### config.mk
export PLATFORM = sky130hd
export DESIGN_NAME = reset_sequencer
export DESIGN_NICKNAME = d
export VERILOG_FILES = /design/src/source/axil_soc_pkg.sv /design/src/source/reset_sequencer.sv
export SDC_FILE = /design/constraint.sdc
export NUM_CORES = 1
export LEC_CHECK = 0
export BUFFER_PORTS_ARGS = -buffer_cell sky130_fd_sc_hd__buf_4
export CELL_PAD_IN_SITES_DETAIL_PLACEMENT = 0
export CELL_PAD_IN_SITES_GLOBAL_PLACEMENT = 1
export CORE_AREA = 2 2 39 41
export DETAILED_ROUTE_END_ITERATION = 10
export DIE_AREA = 0 0 41 43
export PLACE_DENSITY_LB_ADDON = 0.1
export REMOVE_ABC_BUFFERS = 1
export SLEW_MARGIN = 20
export SYNTH_ARGS = -nofsm -noshare
export SYNTH_HDL_FRONTEND = slang
export SYNTH_SLANG_ARGS = --single-unit
### constraint.sdc
create_clock -name hdmi_pixClk -period 2.3 [get_ports hdmi_pixClk]
set_clock_uncertainty 0.2 [all_clocks]
set_input_delay 0.46 -clock hdmi_pixClk [delete_from_list [all_inputs] [get_ports hdmi_pixClk]]
set_output_delay 0.46 -clock hdmi_pixClk [all_outputs]
set_load 0.02 [all_outputs]
### src/source/axil_soc_pkg.sv
package axil_soc_pkg;

	// Bus widths
	localparam int ADDR_WIDTH = 32;
	localparam int DATA_WIDTH = 32;
	localparam int STRB_WIDTH = DATA_WIDTH / 8;

	typedef logic [ADDR_WIDTH-1:0] addr_t;
	typedef logic [DATA_WIDTH-1:0] data_t;
	typedef logic [STRB_WIDTH-1:0] strb_t;

	typedef enum logic [1:0] {
		RESP_OKAY   = 2'b00,
		RESP_SLVERR = 2'b10,
		RESP_DECERR = 2'b11
	} resp_t;

	typedef enum logic [1:0] {
		REGION_MAIN,
		REGION_BOOT,
		REGION_NONE
	} region_t;

	// Memory map, window size given as low address bits
	localparam addr_t MAIN_BASE      = 32'h0000_0000;
	localparam int    MAIN_ADDR_BITS = 25;
	localparam addr_t BOOT_BASE      = 32'h0201_0000;
	localparam int    BOOT_ADDR_BITS = 15;

	localparam int MAIN_DEPTH_WORDS = 1024;	// 32-bit words
	localparam int BOOT_DEPTH_WORDS = 256;

	// Power-on hold of the fabric reset
	localparam int RESET_HOLD_CYCLES = 255;
	localparam int RESET_CNT_BITS    = $clog2(RESET_HOLD_CYCLES + 1);

	typedef logic [RESET_CNT_BITS-1:0] rst_cnt_t;

endpackage

### src/source/reset_sequencer.sv
`timescale 1ns/1ps

module reset_sequencer import axil_soc_pkg::*; (
	input  logic hdmi_pixClk,
	input  logic arst_n,
	output logic bus_rst_n,
	output logic bus_ready
);

	rst_cnt_t count;
	logic     done;

	always_ff @(posedge hdmi_pixClk or negedge arst_n) begin
		if (!arst_n) begin
			count <= '0;
			done  <= 1'b0;
		end else begin
			if (count != rst_cnt_t'(RESET_HOLD_CYCLES))
				count <= count + 1'b1;	// Saturates at the hold length
			done <= (count == rst_cnt_t'(RESET_HOLD_CYCLES));
		end
	end

	// Release is synchronous to the pixel clock
	assign bus_rst_n = done;
	assign bus_ready = done;

endmodule

==> results.yml <==
synthesis:
  synth_area_per_inst_um2: 11.33
  ys.flop_type: "dfrtp_1"
  synth_warnings: 0
  yosys_cell_types: 20
  yosys.cell_count.top_type: "dfrtp_1"
  post_synth_main_area_contributors: "dfrtp_1 (52%), a31oi_1 (5.8%), and3_1 (4.4%), and4_1 (4.1%), mux2_4 (3.5%)"
  synthesized_area_um2: 430.4
  synth.yosys.seq_area_share: 0.5233
  synth.top_cell.area_share: 0.5233
  yosysTopAreaCell: "dfrtp_1"
  synth.top_cells.by_count: "dfrtp_1 (9), a31oi_1 (4), and3_1 (3)"
  postSynth.asyncResetShare: 1.000
  syn_inst: 38
  synth-edff-count: 0
  synth_seq_cells: 9
global_route:
  grt_antenna_before_repair: 0
  wire_length_of_the_first_global_routing_pass_mm: 1.373
  vias_in_the_first_global_route: 285
  groute.usage.overall: 0.1222
  global_route.overflow_total: 0
  largest_net_degree_at_the_start_of_global_routing: 10
pwr:
  power_leakage_uw: 0.0002289
  p_comb_frac: 0.019
  power_per_cell_area_mw_per_mm2: 577.6
  total_switching_power_uw: 56.05
  power_frac_seq: 0.559
  power.share.switching: 0.1978
  power.ir.vdd_worst_mv: 0.2102
  p_int_uw: 227.2
  clockPowerShare: 0.422
sta:
  final_period_minus_worst_setup_slack_ns: 1.932
  max_freq_mhz: 517.6
  timing.slew.headroom: 0.8390
  finalSetupViolCount: 0
  postLayoutSetupSlackWorst_ns: 0.3679
  drv_slew: 0
  hold_slack_ns: 0.3351
  final_min_period_over_clock_period: 0.8401
  fin_setup_tns_ns: 0
  worst_slew_pin_slew_ns: 0.2415
  finalHoldViolations: 0
  rsz0062_at_grt: "no"
clock_network:
  h-tree-depth: 1
  post_cts_resized: 0
  clk_transition_reported_paths_ns: 0.06
  tritoncts: "built"
  cts.sinks: 9
  cts_setup_buffers: 0
  clock_tree.root_cell: "clkbuf_4"
  worst_skew_pair.late_latency_ns: 0.25
  numCtsBuffers: 3
  max-clock-path-buffers: 2
  hold_buffers: 1
setup_path:
  endpoint_kind: "flop"
  setup.worst_path.end: "count[1]"
  timing.critical_path.cells: "ha_1 > nand4_1 > or2_1 > mux2_4"
  crit_fanout: 7
  crit_start_category: "flop"
  timing.rr.end: "count[1]"
  cp_slowest_stage_delay_ns: 0.47
  critPathLaunch: "count[0]"
  worst-r2r-cell-count: 4
  criticalPathCategory: "flop to flop"
  r2r-start: "count[0]"
  cp_slowest_cell: "dfrtp_1"
  setup_slack_of_the_worst_register_to_register_path_ns: 0.37
  cp.arrival_ns: 1.87
  critPathRequiredTime_ns: 2.24
place:
  place_worst_setup_slack_ns: 0.4100
  buffer_ports.inserted: 3
  dp_hpwl_um: 583
  globalplace.congestion: 0.6827
  placedInstanceArea_um2: 454.2
final_layout:
  drive_gt1_frac: 0.2273
  num-nets-final: 48
  area_overhead_of_the_layout_relative_to_synthesis_pct: 13.95
  final_design_area_no_fill_um2: 490.5
  insertedDiodeCount: 0
detailed_routing:
  wl_on_met1_um: 334
  first_drt_iteration_drcs: 10
  antenna_left: 0
  viasPerCell: 5.200
  route.met2.wl_um: 408
  detail_route.first_pass.iterations: 4
  wirelength_um: 790
  top_signal_layer_used: "met4"
  detail_route.wl_per_cell_um: 13.17
  wl_met3_um: 37
  post-route-drc-count: 0
  via_count: 312
worst_hold_path:
  worstHoldPathType: "flop to flop"
floorplan:
  total_number_of_placement_rows: 14
  die_h_um: 43
  io-pin-count: 4
  initial_utilization: 0.3110
  die_x_um: 41
  core_mm2: 0.001384
  die_area_mm2: 0.001763
outcome:
  run_status: "finished, final reports clean"
run:
  cap_viol_max_count: 0
==> critical path: cells and delay by family (launching register included) <==
family / cells / cell delay (ns)
AND/OR/NAND/NOR: 2 / 0.52
flip-flops: 1 / 0.47
multiplexers: 1 / 0.33
adder cells (fa/ha/maj): 1 / 0.29
==> power by group through the flow <==
| stage | logic (uW) | registers (uW) | clock network [uW] |
|---|---|---|---|
| floorplan | 0.0000827 | 161 | 0 |
| CTS | 5.76 | 158 | 122 |
| global route | 6.42 | 158 | 136 |
| global placement | 4.26 | 161 | 0 |
| finish | 5.42 | 158 | 120 |
| detailed placement | 4.33 | 161 | 0 |
==> worst min path at each step <==
| stage | slack (ns) | startpoint | depth (start not counted) | end |
|---|---|---|---|---|
| finish | 0.34 | count[4] | 1 | count[4] |
| global route | 0.37 | count[4] | 1 | count[4] |
| CTS | 0.34 | count[4] | 1 | count[4] |
| detailed placement | 0.09 | arst_n | 1 | count[5] |
| global placement | 0.09 | arst_n | 1 | count[7] |
| floorplan | -0.04 | arst_n | 0 | bus_ready |
==> layout by cell type (no fill, tap or decap), drive strengths merged, types with 2 or more instances in the layout <==
cell / Yosys / routed
a21oi: 2 / 2
a31oi: 4 / 4
and3: 3 / 3
and4: 2 / 2
buf: 2 / 3
clkbuf: 0 / 4
dfrtp: 9 / 9
mux2: 2 / 2
nand2: 2 / 2
nand3: 2 / 2
nor2: 2 / 2
==> per-stage QoR <==
stage	utilization	power, uW	instances
floorplan	-	161.3	36
global placement	0.3282	165.5	55
detailed placement	0.3282	165.6	55
CTS	0.3544	285.7	60
global route	0.3544	300.0	60
finish	0.3544	283.3	60
==> registers in the layout (all words and copies together), names as in the netlist <==
name	flops
bus_ready	1
count	8
==> logic make-up (layout without fill, tap and decap cells) <==
group	after synthesis	in the layout	synth area share
and+or+nand+nor	15	15	0.2152
DFF	9	9	0.5233
AOI/OAI and AO/OA	7	7	0.09884
buffers and inverters	3	9	0.05232
muxes	2	2	0.06103
adders and majority gates	1	1	0.02907
xor gates and xnor gates	1	1	0.02035
==> layer usage <==
metal,GRT usage,up-vias
met4,0.06000,0
met2,0.1688,9
met5,0,-
met3,0.04712,2
met1,0.1616,149
li1,-,152
==> final cells by class <==
| cell class | instances | area, um2 |
|---|---|---|
| fill | 143 | 893.4 |
| sequential | 9 | 225.2 |
| multi-input combinational | 26 | 182.7 |
| timing repair buffer | 4 | 32.53 |
| clock buffer | 4 | 26.28 |
| tap | 16 | 20.02 |
| inverter | 1 | 3.754 |
Power figures use the tool's default switching activity.
