--- src/source/axil_soc_pkg.sv ---
package axil_soc_pkg;

	// Bus widths
	localparam int ADDR_WIDTH = 32;
	localparam int DATA_WIDTH = 32;
	localparam int STRB_WIDTH = DATA_WIDTH / 8;

	typedef logic [ADDR_WIDTH-1:0] addr_t;
	typedef logic [DATA_WIDTH-1:0] data_t;
	typedef logic [STRB_WIDTH-1:0] strb_t;

	typedef enum logic [1:0] {
		RESP_OKAY   = 2'b00,
		RESP_SLVERR = 2'b10,
		RESP_DECERR = 2'b11
	} resp_t;

	typedef enum logic [1:0] {
		REGION_MAIN,
		REGION_BOOT,
		REGION_NONE
	} region_t;

	// Memory map, window size given as low address bits
	localparam addr_t MAIN_BASE      = 32'h0000_0000;
	localparam int    MAIN_ADDR_BITS = 25;
	localparam addr_t BOOT_BASE      = 32'h0201_0000;
	localparam int    BOOT_ADDR_BITS = 15;

	localparam int MAIN_DEPTH_WORDS = 1024;	// 32-bit words
	localparam int BOOT_DEPTH_WORDS = 256;

	// Power-on hold of the fabric reset
	localparam int RESET_HOLD_CYCLES = 255;
	localparam int RESET_CNT_BITS    = $clog2(RESET_HOLD_CYCLES + 1);

	typedef logic [RESET_CNT_BITS-1:0] rst_cnt_t;

endpackage

--- src/source/axil_if.sv ---
`timescale 1ns/1ps

interface axil_if import axil_soc_pkg::*; ();

	addr_t awaddr;
	logic  awvalid;
	logic  awready;

	data_t wdata;
	strb_t wstrb;
	logic  wvalid;
	logic  wready;

	resp_t bresp;
	logic  bvalid;
	logic  bready;

	addr_t araddr;
	logic  arvalid;
	logic  arready;

	data_t rdata;
	resp_t rresp;
	logic  rvalid;
	logic  rready;

	modport master (
		output awaddr, awvalid, wdata, wstrb, wvalid, bready, araddr, arvalid, rready,
		input  awready, wready, bresp, bvalid, arready, rdata, rresp, rvalid
	);

	modport slave (
		input  awaddr, awvalid, wdata, wstrb, wvalid, bready, araddr, arvalid, rready,
		output awready, wready, bresp, bvalid, arready, rdata, rresp, rvalid
	);

endinterface

--- src/source/axil_decoder.sv ---
`timescale 1ns/1ps

module axil_decoder import axil_soc_pkg::*; (
	input  logic   hdmi_pixClk,
	input  logic   bus_rst_n,
	input  addr_t  awaddr,
	input  logic   awvalid,
	output logic   awready,
	input  data_t  wdata,
	input  strb_t  wstrb,
	input  logic   wvalid,
	output logic   wready,
	output resp_t  bresp,
	output logic   bvalid,
	input  logic   bready,
	input  addr_t  araddr,
	input  logic   arvalid,
	output logic   arready,
	output data_t  rdata,
	output resp_t  rresp,
	output logic   rvalid,
	input  logic   rready,
	axil_if.master main_bus,
	axil_if.master boot_bus
);

	typedef enum logic [1:0] {IDLE, FORWARD, RESPOND} state_t;

	state_t  wr_state, rd_state;
	region_t wr_region, rd_region;
	region_t aw_region, ar_region;
	logic    aw_rdy, ar_rdy;
	logic    w_accept, r_accept;
	logic    w_fwd, r_fwd;	// Request not yet taken by the slave
	logic    sel_wr_ack, sel_rd_ack;
	logic    sel_bvalid, sel_rvalid;
	resp_t   sel_bresp, sel_rresp;
	data_t   sel_rdata;
	addr_t   aw_addr_q, ar_addr_q;
	data_t   w_data_q;
	strb_t   w_strb_q;

	function automatic region_t classify(input addr_t addr);
		if (addr[ADDR_WIDTH-1:MAIN_ADDR_BITS] == MAIN_BASE[ADDR_WIDTH-1:MAIN_ADDR_BITS])
			return REGION_MAIN;
		if (addr[ADDR_WIDTH-1:BOOT_ADDR_BITS] == BOOT_BASE[ADDR_WIDTH-1:BOOT_ADDR_BITS])
			return REGION_BOOT;
		return REGION_NONE;
	endfunction

	assign aw_region = classify(awaddr);
	assign ar_region = classify(araddr);
	assign w_accept  = aw_rdy && awvalid && wvalid;
	assign r_accept  = ar_rdy && arvalid;

	// Write channel
	always_ff @(posedge hdmi_pixClk or negedge bus_rst_n) begin
		if (!bus_rst_n) begin
			wr_state  <= IDLE;
			wr_region <= REGION_NONE;
			aw_rdy    <= 1'b0;
			w_fwd     <= 1'b0;
		end else begin
			aw_rdy <= 1'b0;
			case (wr_state)
				IDLE: begin
					if (w_accept) begin
						wr_region <= aw_region;
						if (aw_region == REGION_NONE) begin
							wr_state <= RESPOND;
						end else begin
							wr_state <= FORWARD;
							w_fwd    <= 1'b1;
						end
					end else if (awvalid && wvalid && !aw_rdy) begin
						aw_rdy <= 1'b1;
					end
				end
				FORWARD: begin
					if (sel_wr_ack)
						w_fwd <= 1'b0;
					if (sel_bvalid && bready)
						wr_state <= IDLE;
				end
				RESPOND: if (bready) wr_state <= IDLE;
				default: wr_state <= IDLE;
			endcase
		end
	end

	// Read channel
	always_ff @(posedge hdmi_pixClk or negedge bus_rst_n) begin
		if (!bus_rst_n) begin
			rd_state  <= IDLE;
			rd_region <= REGION_NONE;
			ar_rdy    <= 1'b0;
			r_fwd     <= 1'b0;
		end else begin
			ar_rdy <= 1'b0;
			case (rd_state)
				IDLE: begin
					if (r_accept) begin
						rd_region <= ar_region;
						if (ar_region == REGION_NONE) begin
							rd_state <= RESPOND;
						end else begin
							rd_state <= FORWARD;
							r_fwd    <= 1'b1;
						end
					end else if (arvalid && !ar_rdy) begin
						ar_rdy <= 1'b1;
					end
				end
				FORWARD: begin
					if (sel_rd_ack)
						r_fwd <= 1'b0;
					if (sel_rvalid && rready)
						rd_state <= IDLE;
				end
				RESPOND: if (rready) rd_state <= IDLE;
				default: rd_state <= IDLE;
			endcase
		end
	end

	always_ff @(posedge hdmi_pixClk) begin
		if (w_accept) begin
			aw_addr_q <= awaddr;
			w_data_q  <= wdata;
			w_strb_q  <= wstrb;
		end
		if (r_accept)
			ar_addr_q <= araddr;
	end

	// Selected slave
	assign sel_wr_ack = (wr_region == REGION_MAIN) ? (main_bus.awready && main_bus.wready)
	                                               : (boot_bus.awready && boot_bus.wready);
	assign sel_rd_ack = (rd_region == REGION_MAIN) ? main_bus.arready : boot_bus.arready;
	assign sel_bvalid = (wr_region == REGION_MAIN) ? main_bus.bvalid : boot_bus.bvalid;
	assign sel_bresp  = (wr_region == REGION_MAIN) ? main_bus.bresp : boot_bus.bresp;
	assign sel_rvalid = (rd_region == REGION_MAIN) ? main_bus.rvalid : boot_bus.rvalid;
	assign sel_rresp  = (rd_region == REGION_MAIN) ? main_bus.rresp : boot_bus.rresp;
	assign sel_rdata  = (rd_region == REGION_MAIN) ? main_bus.rdata : boot_bus.rdata;

	assign main_bus.awaddr  = aw_addr_q;
	assign main_bus.wdata   = w_data_q;
	assign main_bus.wstrb   = w_strb_q;
	assign main_bus.awvalid = w_fwd && (wr_region == REGION_MAIN);
	assign main_bus.wvalid  = w_fwd && (wr_region == REGION_MAIN);
	assign main_bus.bready  = bready && (wr_state == FORWARD) && (wr_region == REGION_MAIN);
	assign main_bus.araddr  = ar_addr_q;
	assign main_bus.arvalid = r_fwd && (rd_region == REGION_MAIN);
	assign main_bus.rready  = rready && (rd_state == FORWARD) && (rd_region == REGION_MAIN);

	assign boot_bus.awaddr  = aw_addr_q;
	assign boot_bus.wdata   = w_data_q;
	assign boot_bus.wstrb   = w_strb_q;
	assign boot_bus.awvalid = w_fwd && (wr_region == REGION_BOOT);
	assign boot_bus.wvalid  = w_fwd && (wr_region == REGION_BOOT);
	assign boot_bus.bready  = bready && (wr_state == FORWARD) && (wr_region == REGION_BOOT);
	assign boot_bus.araddr  = ar_addr_q;
	assign boot_bus.arvalid = r_fwd && (rd_region == REGION_BOOT);
	assign boot_bus.rready  = rready && (rd_state == FORWARD) && (rd_region == REGION_BOOT);

	// Manager side, unmapped accesses answer from RESPOND
	assign awready = aw_rdy;
	assign wready  = aw_rdy;
	assign bvalid  = (wr_state == FORWARD) ? sel_bvalid : (wr_state == RESPOND);
	assign bresp   = (wr_state == FORWARD) ? sel_bresp : RESP_DECERR;
	assign arready = ar_rdy;
	assign rvalid  = (rd_state == FORWARD) ? sel_rvalid : (rd_state == RESPOND);
	assign rresp   = (rd_state == FORWARD) ? sel_rresp : RESP_DECERR;
	assign rdata   = (rd_state == FORWARD) ? sel_rdata : '0;

endmodule

--- src/flat_wrapper.sv ---
// flat-port wrapper written by rule: the top's interface ports become plain ports
module axil_decoder_flat import axil_soc_pkg::*;
  (hdmi_pixClk, bus_rst_n, awaddr, awvalid, awready, wdata, wstrb, wvalid, wready, bresp, bvalid, bready, araddr, arvalid, arready, rdata, rresp, rvalid, rready, main_bus_awaddr, main_bus_awvalid, main_bus_wdata, main_bus_wstrb, main_bus_wvalid, main_bus_bready, main_bus_araddr, main_bus_arvalid, main_bus_rready, main_bus_awready, main_bus_wready, main_bus_bresp, main_bus_bvalid, main_bus_arready, main_bus_rdata, main_bus_rresp, main_bus_rvalid, boot_bus_awaddr, boot_bus_awvalid, boot_bus_wdata, boot_bus_wstrb, boot_bus_wvalid, boot_bus_bready, boot_bus_araddr, boot_bus_arvalid, boot_bus_rready, boot_bus_awready, boot_bus_wready, boot_bus_bresp, boot_bus_bvalid, boot_bus_arready, boot_bus_rdata, boot_bus_rresp, boot_bus_rvalid);
  axil_if main_bus_i ();
  axil_if boot_bus_i ();
  input  logic hdmi_pixClk;
  input  logic bus_rst_n;
  input  addr_t awaddr;
  input  logic awvalid;
  output logic awready;
  input  data_t wdata;
  input  strb_t wstrb;
  input  logic wvalid;
  output logic wready;
  output resp_t bresp;
  output logic bvalid;
  input  logic bready;
  input  addr_t araddr;
  input  logic arvalid;
  output logic arready;
  output data_t rdata;
  output resp_t rresp;
  output logic rvalid;
  input  logic rready;
  output wire logic [$bits(main_bus_i.awaddr)-1:0] main_bus_awaddr;
  output wire logic [$bits(main_bus_i.awvalid)-1:0] main_bus_awvalid;
  output wire logic [$bits(main_bus_i.wdata)-1:0] main_bus_wdata;
  output wire logic [$bits(main_bus_i.wstrb)-1:0] main_bus_wstrb;
  output wire logic [$bits(main_bus_i.wvalid)-1:0] main_bus_wvalid;
  output wire logic [$bits(main_bus_i.bready)-1:0] main_bus_bready;
  output wire logic [$bits(main_bus_i.araddr)-1:0] main_bus_araddr;
  output wire logic [$bits(main_bus_i.arvalid)-1:0] main_bus_arvalid;
  output wire logic [$bits(main_bus_i.rready)-1:0] main_bus_rready;
  input wire logic [$bits(main_bus_i.awready)-1:0] main_bus_awready;
  input wire logic [$bits(main_bus_i.wready)-1:0] main_bus_wready;
  input wire logic [$bits(main_bus_i.bresp)-1:0] main_bus_bresp;
  input wire logic [$bits(main_bus_i.bvalid)-1:0] main_bus_bvalid;
  input wire logic [$bits(main_bus_i.arready)-1:0] main_bus_arready;
  input wire logic [$bits(main_bus_i.rdata)-1:0] main_bus_rdata;
  input wire logic [$bits(main_bus_i.rresp)-1:0] main_bus_rresp;
  input wire logic [$bits(main_bus_i.rvalid)-1:0] main_bus_rvalid;
  output wire logic [$bits(boot_bus_i.awaddr)-1:0] boot_bus_awaddr;
  output wire logic [$bits(boot_bus_i.awvalid)-1:0] boot_bus_awvalid;
  output wire logic [$bits(boot_bus_i.wdata)-1:0] boot_bus_wdata;
  output wire logic [$bits(boot_bus_i.wstrb)-1:0] boot_bus_wstrb;
  output wire logic [$bits(boot_bus_i.wvalid)-1:0] boot_bus_wvalid;
  output wire logic [$bits(boot_bus_i.bready)-1:0] boot_bus_bready;
  output wire logic [$bits(boot_bus_i.araddr)-1:0] boot_bus_araddr;
  output wire logic [$bits(boot_bus_i.arvalid)-1:0] boot_bus_arvalid;
  output wire logic [$bits(boot_bus_i.rready)-1:0] boot_bus_rready;
  input wire logic [$bits(boot_bus_i.awready)-1:0] boot_bus_awready;
  input wire logic [$bits(boot_bus_i.wready)-1:0] boot_bus_wready;
  input wire logic [$bits(boot_bus_i.bresp)-1:0] boot_bus_bresp;
  input wire logic [$bits(boot_bus_i.bvalid)-1:0] boot_bus_bvalid;
  input wire logic [$bits(boot_bus_i.arready)-1:0] boot_bus_arready;
  input wire logic [$bits(boot_bus_i.rdata)-1:0] boot_bus_rdata;
  input wire logic [$bits(boot_bus_i.rresp)-1:0] boot_bus_rresp;
  input wire logic [$bits(boot_bus_i.rvalid)-1:0] boot_bus_rvalid;
  assign main_bus_awaddr = main_bus_i.awaddr;
  assign main_bus_awvalid = main_bus_i.awvalid;
  assign main_bus_wdata = main_bus_i.wdata;
  assign main_bus_wstrb = main_bus_i.wstrb;
  assign main_bus_wvalid = main_bus_i.wvalid;
  assign main_bus_bready = main_bus_i.bready;
  assign main_bus_araddr = main_bus_i.araddr;
  assign main_bus_arvalid = main_bus_i.arvalid;
  assign main_bus_rready = main_bus_i.rready;
  assign main_bus_i.awready = main_bus_awready;
  assign main_bus_i.wready = main_bus_wready;
  assign main_bus_i.bresp = main_bus_bresp;
  assign main_bus_i.bvalid = main_bus_bvalid;
  assign main_bus_i.arready = main_bus_arready;
  assign main_bus_i.rdata = main_bus_rdata;
  assign main_bus_i.rresp = main_bus_rresp;
  assign main_bus_i.rvalid = main_bus_rvalid;
  assign boot_bus_awaddr = boot_bus_i.awaddr;
  assign boot_bus_awvalid = boot_bus_i.awvalid;
  assign boot_bus_wdata = boot_bus_i.wdata;
  assign boot_bus_wstrb = boot_bus_i.wstrb;
  assign boot_bus_wvalid = boot_bus_i.wvalid;
  assign boot_bus_bready = boot_bus_i.bready;
  assign boot_bus_araddr = boot_bus_i.araddr;
  assign boot_bus_arvalid = boot_bus_i.arvalid;
  assign boot_bus_rready = boot_bus_i.rready;
  assign boot_bus_i.awready = boot_bus_awready;
  assign boot_bus_i.wready = boot_bus_wready;
  assign boot_bus_i.bresp = boot_bus_bresp;
  assign boot_bus_i.bvalid = boot_bus_bvalid;
  assign boot_bus_i.arready = boot_bus_arready;
  assign boot_bus_i.rdata = boot_bus_rdata;
  assign boot_bus_i.rresp = boot_bus_rresp;
  assign boot_bus_i.rvalid = boot_bus_rvalid;
  axil_decoder u_core (.hdmi_pixClk(hdmi_pixClk), .bus_rst_n(bus_rst_n), .awaddr(awaddr), .awvalid(awvalid), .awready(awready), .wdata(wdata), .wstrb(wstrb), .wvalid(wvalid), .wready(wready), .bresp(bresp), .bvalid(bvalid), .bready(bready), .araddr(araddr), .arvalid(arvalid), .arready(arready), .rdata(rdata), .rresp(rresp), .rvalid(rvalid), .rready(rready), .main_bus(main_bus_i), .boot_bus(boot_bus_i));
endmodule
--- config.mk ---
export PLATFORM = sky130hd
export DESIGN_NAME = axil_decoder_flat
export DESIGN_NICKNAME = d
export VERILOG_FILES = /design/src/source/axil_soc_pkg.sv /design/src/source/axil_if.sv /design/src/source/axil_decoder.sv /design/src/flat_wrapper.sv
export SDC_FILE = /design/constraint.sdc
export NUM_CORES = 1
export LEC_CHECK = 0
export BUFFER_PORTS_ARGS = -buffer_cell sky130_fd_sc_hd__buf_2
export CAP_MARGIN = 20
export CORE_AREA = 2 2 172 174
export DETAILED_ROUTE_END_ITERATION = 10
export DIE_AREA = 0 0 174 176
export PLACE_DENSITY = 0.55
export SYNTH_ARGS = -nofsm -noshare
export SYNTH_HDL_FRONTEND = slang
export SYNTH_SLANG_ARGS = --single-unit
export TNS_END_PERCENT = 10
--- constraint.sdc ---
create_clock -name hdmi_pixClk -period 3.61 [get_ports hdmi_pixClk]
set_input_delay 0.9025 -clock hdmi_pixClk [delete_from_list [all_inputs] [get_ports hdmi_pixClk]]
set_output_delay 0.9025 -clock hdmi_pixClk [all_outputs]
set_load 0.03 [all_outputs]
==> impl_metrics.tcl <==
set metrics [dict create \
    status "finished, final reports clean" \
    hpwlAfterDp_um 14950 \
    row_count 62 \
    syn_area_um2 5161 \
    fmax_ghz 0.3156 \
    first_global_vias 4077 \
    synth_top_cell_area_share_pct 58.18 \
    layout.cells.non_filler 1144 \
    synth.area.top_cells "edfxtp_1 (58%), buf_4 (15%), nand2_1 (5.3%)" \
    post_drt_wl_per_cell_um 15.47 \
    crit_buf_inv 1 \
    core_region_area_um2 28550 \
    port_buffers 439 \
    yosysWarnings 0 \
    clock-sinks 112 \
    synth_nets 605 \
    via_per_inst 3.827 \
    grt_first_pass_wirelength_um 24350 \
    power_switching_uw 825.5 \
    slew_headroom_pct 59.90 \
    crit_type "reg -> out" \
    critical_path.endpoint_type "output port" \
    pwr-share-comb_pct 14.0 \
    holdCritPathClass "in -> async" \
    cts_max_path_buffers 2 \
    pre_cts_ws_ps 796.1 \
    hold_viol_final 0 \
    seqPwrFrac_pct 50.8 \
    postRouteAntennaNets 0 \
    place.gp.congestion 0.7709 \
    cp_max_fo 34 \
    antenna_found_initial 3 \
    grt_overflow_total 0 \
    whs_ps 426.9 \
    rr_startpoint "u_core.awready" \
    synthArstFlopShare_pct 10.71 \
    syn_inst 416 \
    p_int_uw 2112 \
    routed_wl_um 17690 \
    fin_ws_ps 441.3 \
    clk-insertion-delay-late_ps 360 \
    die_w_um 174 \
    drc 0 \
    synth_edf_count 100 \
    die_h_um 176 \
    finalSetupViolCount 0 \
    final_nets 941 \
    cts_tree "done" \
    p_leak_uw 0.003432 \
    slowest_delay_ps 640 \
    syn_to_final_growth_pct 43.03 \
    cpMaxStageDelayCell "dfstp_2" \
    h-tree-depth 3 \
    switching_share_pct 28.10 \
    power.density_nw_per_um2 397.9 \
    maxCapViolCount 0 \
    dieArea_um2 30620 \
    post_cts.repair.setup_buffers 0 \
    rrSetupSlack_ps 1920 \
    fin_crit_sh_pct 87.78 \
    post-route-util_pct 25.86 \
    worst_pin_slew_ps 601.5 \
    slew_viol_final 0 \
    seq_area_frac_synth_pct 64.05 \
    hold_buffers 0 \
    numCtsBuffers 9 \
    yosys.cell_types.count 48 \
    worst-r2r-cell-count 3 \
    cts.clk_slew.worst_paths_ps 80 \
    grt_usage_pct 10.80 \
    start_util_pct 18.08 \
    cts_root_buffer "clkbuf_16" \
    ys_seq_elements 112 \
    num_vias 4378 \
    synthTopCellsByCount "buf_4 (103), edfxtp_1 (100), nand2_1 (73), a21oi_1 (33), clkbuf_1 (12)" \
    ctsResizeCount 0 \
    synth_most_common_cell "buf_4" \
    fillerInstances 3080 \
    fin_skew_ps 11.06 \
    syn_avg_cell_area_um2 12.41 \
    drtPass1Iterations 4 \
    grt_setup_unrepaired "false" \
    fin_setup_tns_ps 0 \
    critPathLaunchType "register" \
    drtIter0Drc 178 \
    drive_gt1_share_pct 62.09 \
    cp_top_family "simple AND/OR/NAND/NOR gates" \
    power_frac_clock_pct 35.2 \
    reg2reg_to "u_core.wr_state[0]" \
    crit_chain "or2_2, nand2_1, a21oi_1, buf_2" \
    dominantRegCellSynth "edfxtp_1" \
    place_inst 1125 \
    cp_data_required_time_ps 2710 \
    yosys.area.top_type "edfxtp_1" \
    io_pins 440 \
    fin_crit_ps 3169 \
    crit_arrival_ps 2270 \
    peakVddDrop_mv 0.2022 \
    grt_max_degree 40 \
]
==> kinds of logic (layout without fill, tap and decap cells) <==
logic type             Yosys count  in the layout  synth area share [%]
AO/OA/AOI/OAI                   57             57                 6.958
buffers and inverters          120            461                 16.29
other                            0              3                     0
AND/OR/NAND/NOR                127            127                 12.70
flip-flops                     112            112                 64.05
==> per-layer routing <==
| metal | vias to the layer above | track usage [%] | wire [um] |
|---|---|---|---|
| met4 | 0 | 3.641 | 268 |
| met3 | 15 | 2.541 | 1546 |
| met5 | - | 0 | 0 |
| met2 | 279 | 19.21 | 9036 |
| li1 | 2054 | - | - |
| met1 | 2030 | 12.80 | 6841 |
==> worst max path at each step <==
stage,cells after the start,startpoint,slack (ps),to
after global placement,5,main_bus_bvalid,780,bvalid
after floorplan,3,main_bus_bvalid,550,bvalid
after global routing,4,u_core.rd_region[1],310,rdata[1]
final,4,u_core.rd_region[1],440,rdata[1]
after detailed placement,4,u_core.rd_region[1],800,rdata[1]
after CTS,4,u_core.rd_region[1],380,rdata[1]
==> cells in the final DEF (no fill, tap or decap), types with 3 or more instances in the layout <==
cell       netlist  layout
and2_1           5       5
dfrtp_1         10      10
nor2_1           6       5
diode_2          0       3
buf_2            3     439
nor4_1           3       3
clkinv_8         0       4
nand3_1          4       4
and3_1           4       3
clkbuf_16        0       9
o21ai_0          7       7
a21oi_1         33      33
edfxtp_1       100     100
nand2b_1         4       4
nand2_1         73      73
buf_4          103       3
or4_1            4       4
==> power by group through the flow <==
stage	combinational, uW	clock (uW)	sequential, uW
floorplan	183	0	1590
global placement	411	0	1520
detailed placement	414	0	1520
CTS	415	1080	1490
global route	439	1120	1500
finish	411	1030	1490
==> flip-flops by register name (all words and copies together) (netlist names) <==
name / count
u_core.boot_bus.wdata: 32
u_core.rd_region: 2
u_core.w_fwd: 1
u_core.wr_region: 2
u_core.awready: 1
u_core.arready: 1
u_core.r_fwd: 1
u_core.boot_bus.awaddr: 32
u_core.boot_bus.araddr: 32
u_core.wr_state: 2
u_core.rd_state: 2
u_core.boot_bus.wstrb: 4
==> final cells by class <==
| cell class | count | area, um^2 | share of cell area [%] |
|---|---|---|---|
| Antenna cell | 3 | 7.507 | 0.1017 |
| Clock buffer | 9 | 225.2 | 3.051 |
| Clock inverter | 7 | 93.84 | 1.271 |
| Inverter | 2 | 7.507 | 0.1017 |
| Multi-Input combinational cell | 184 | 1022 | 13.85 |
| Sequential cell | 112 | 3306 | 44.78 |
| Tap cell | 384 | 480.5 | 6.508 |
| Timing Repair Buffer | 443 | 2240 | 30.34 |
==> stage by stage <==
stage	area (um^2)	total power, uW
2_1_floorplan	5162	1769
3_3_place_gp	7056	1931
3_5_place_dp	7056	1936
4_1_cts	7375	2987
5_1_grt	7377	3057
6_report	7382	2937
Power figures use the tool's default switching activity.
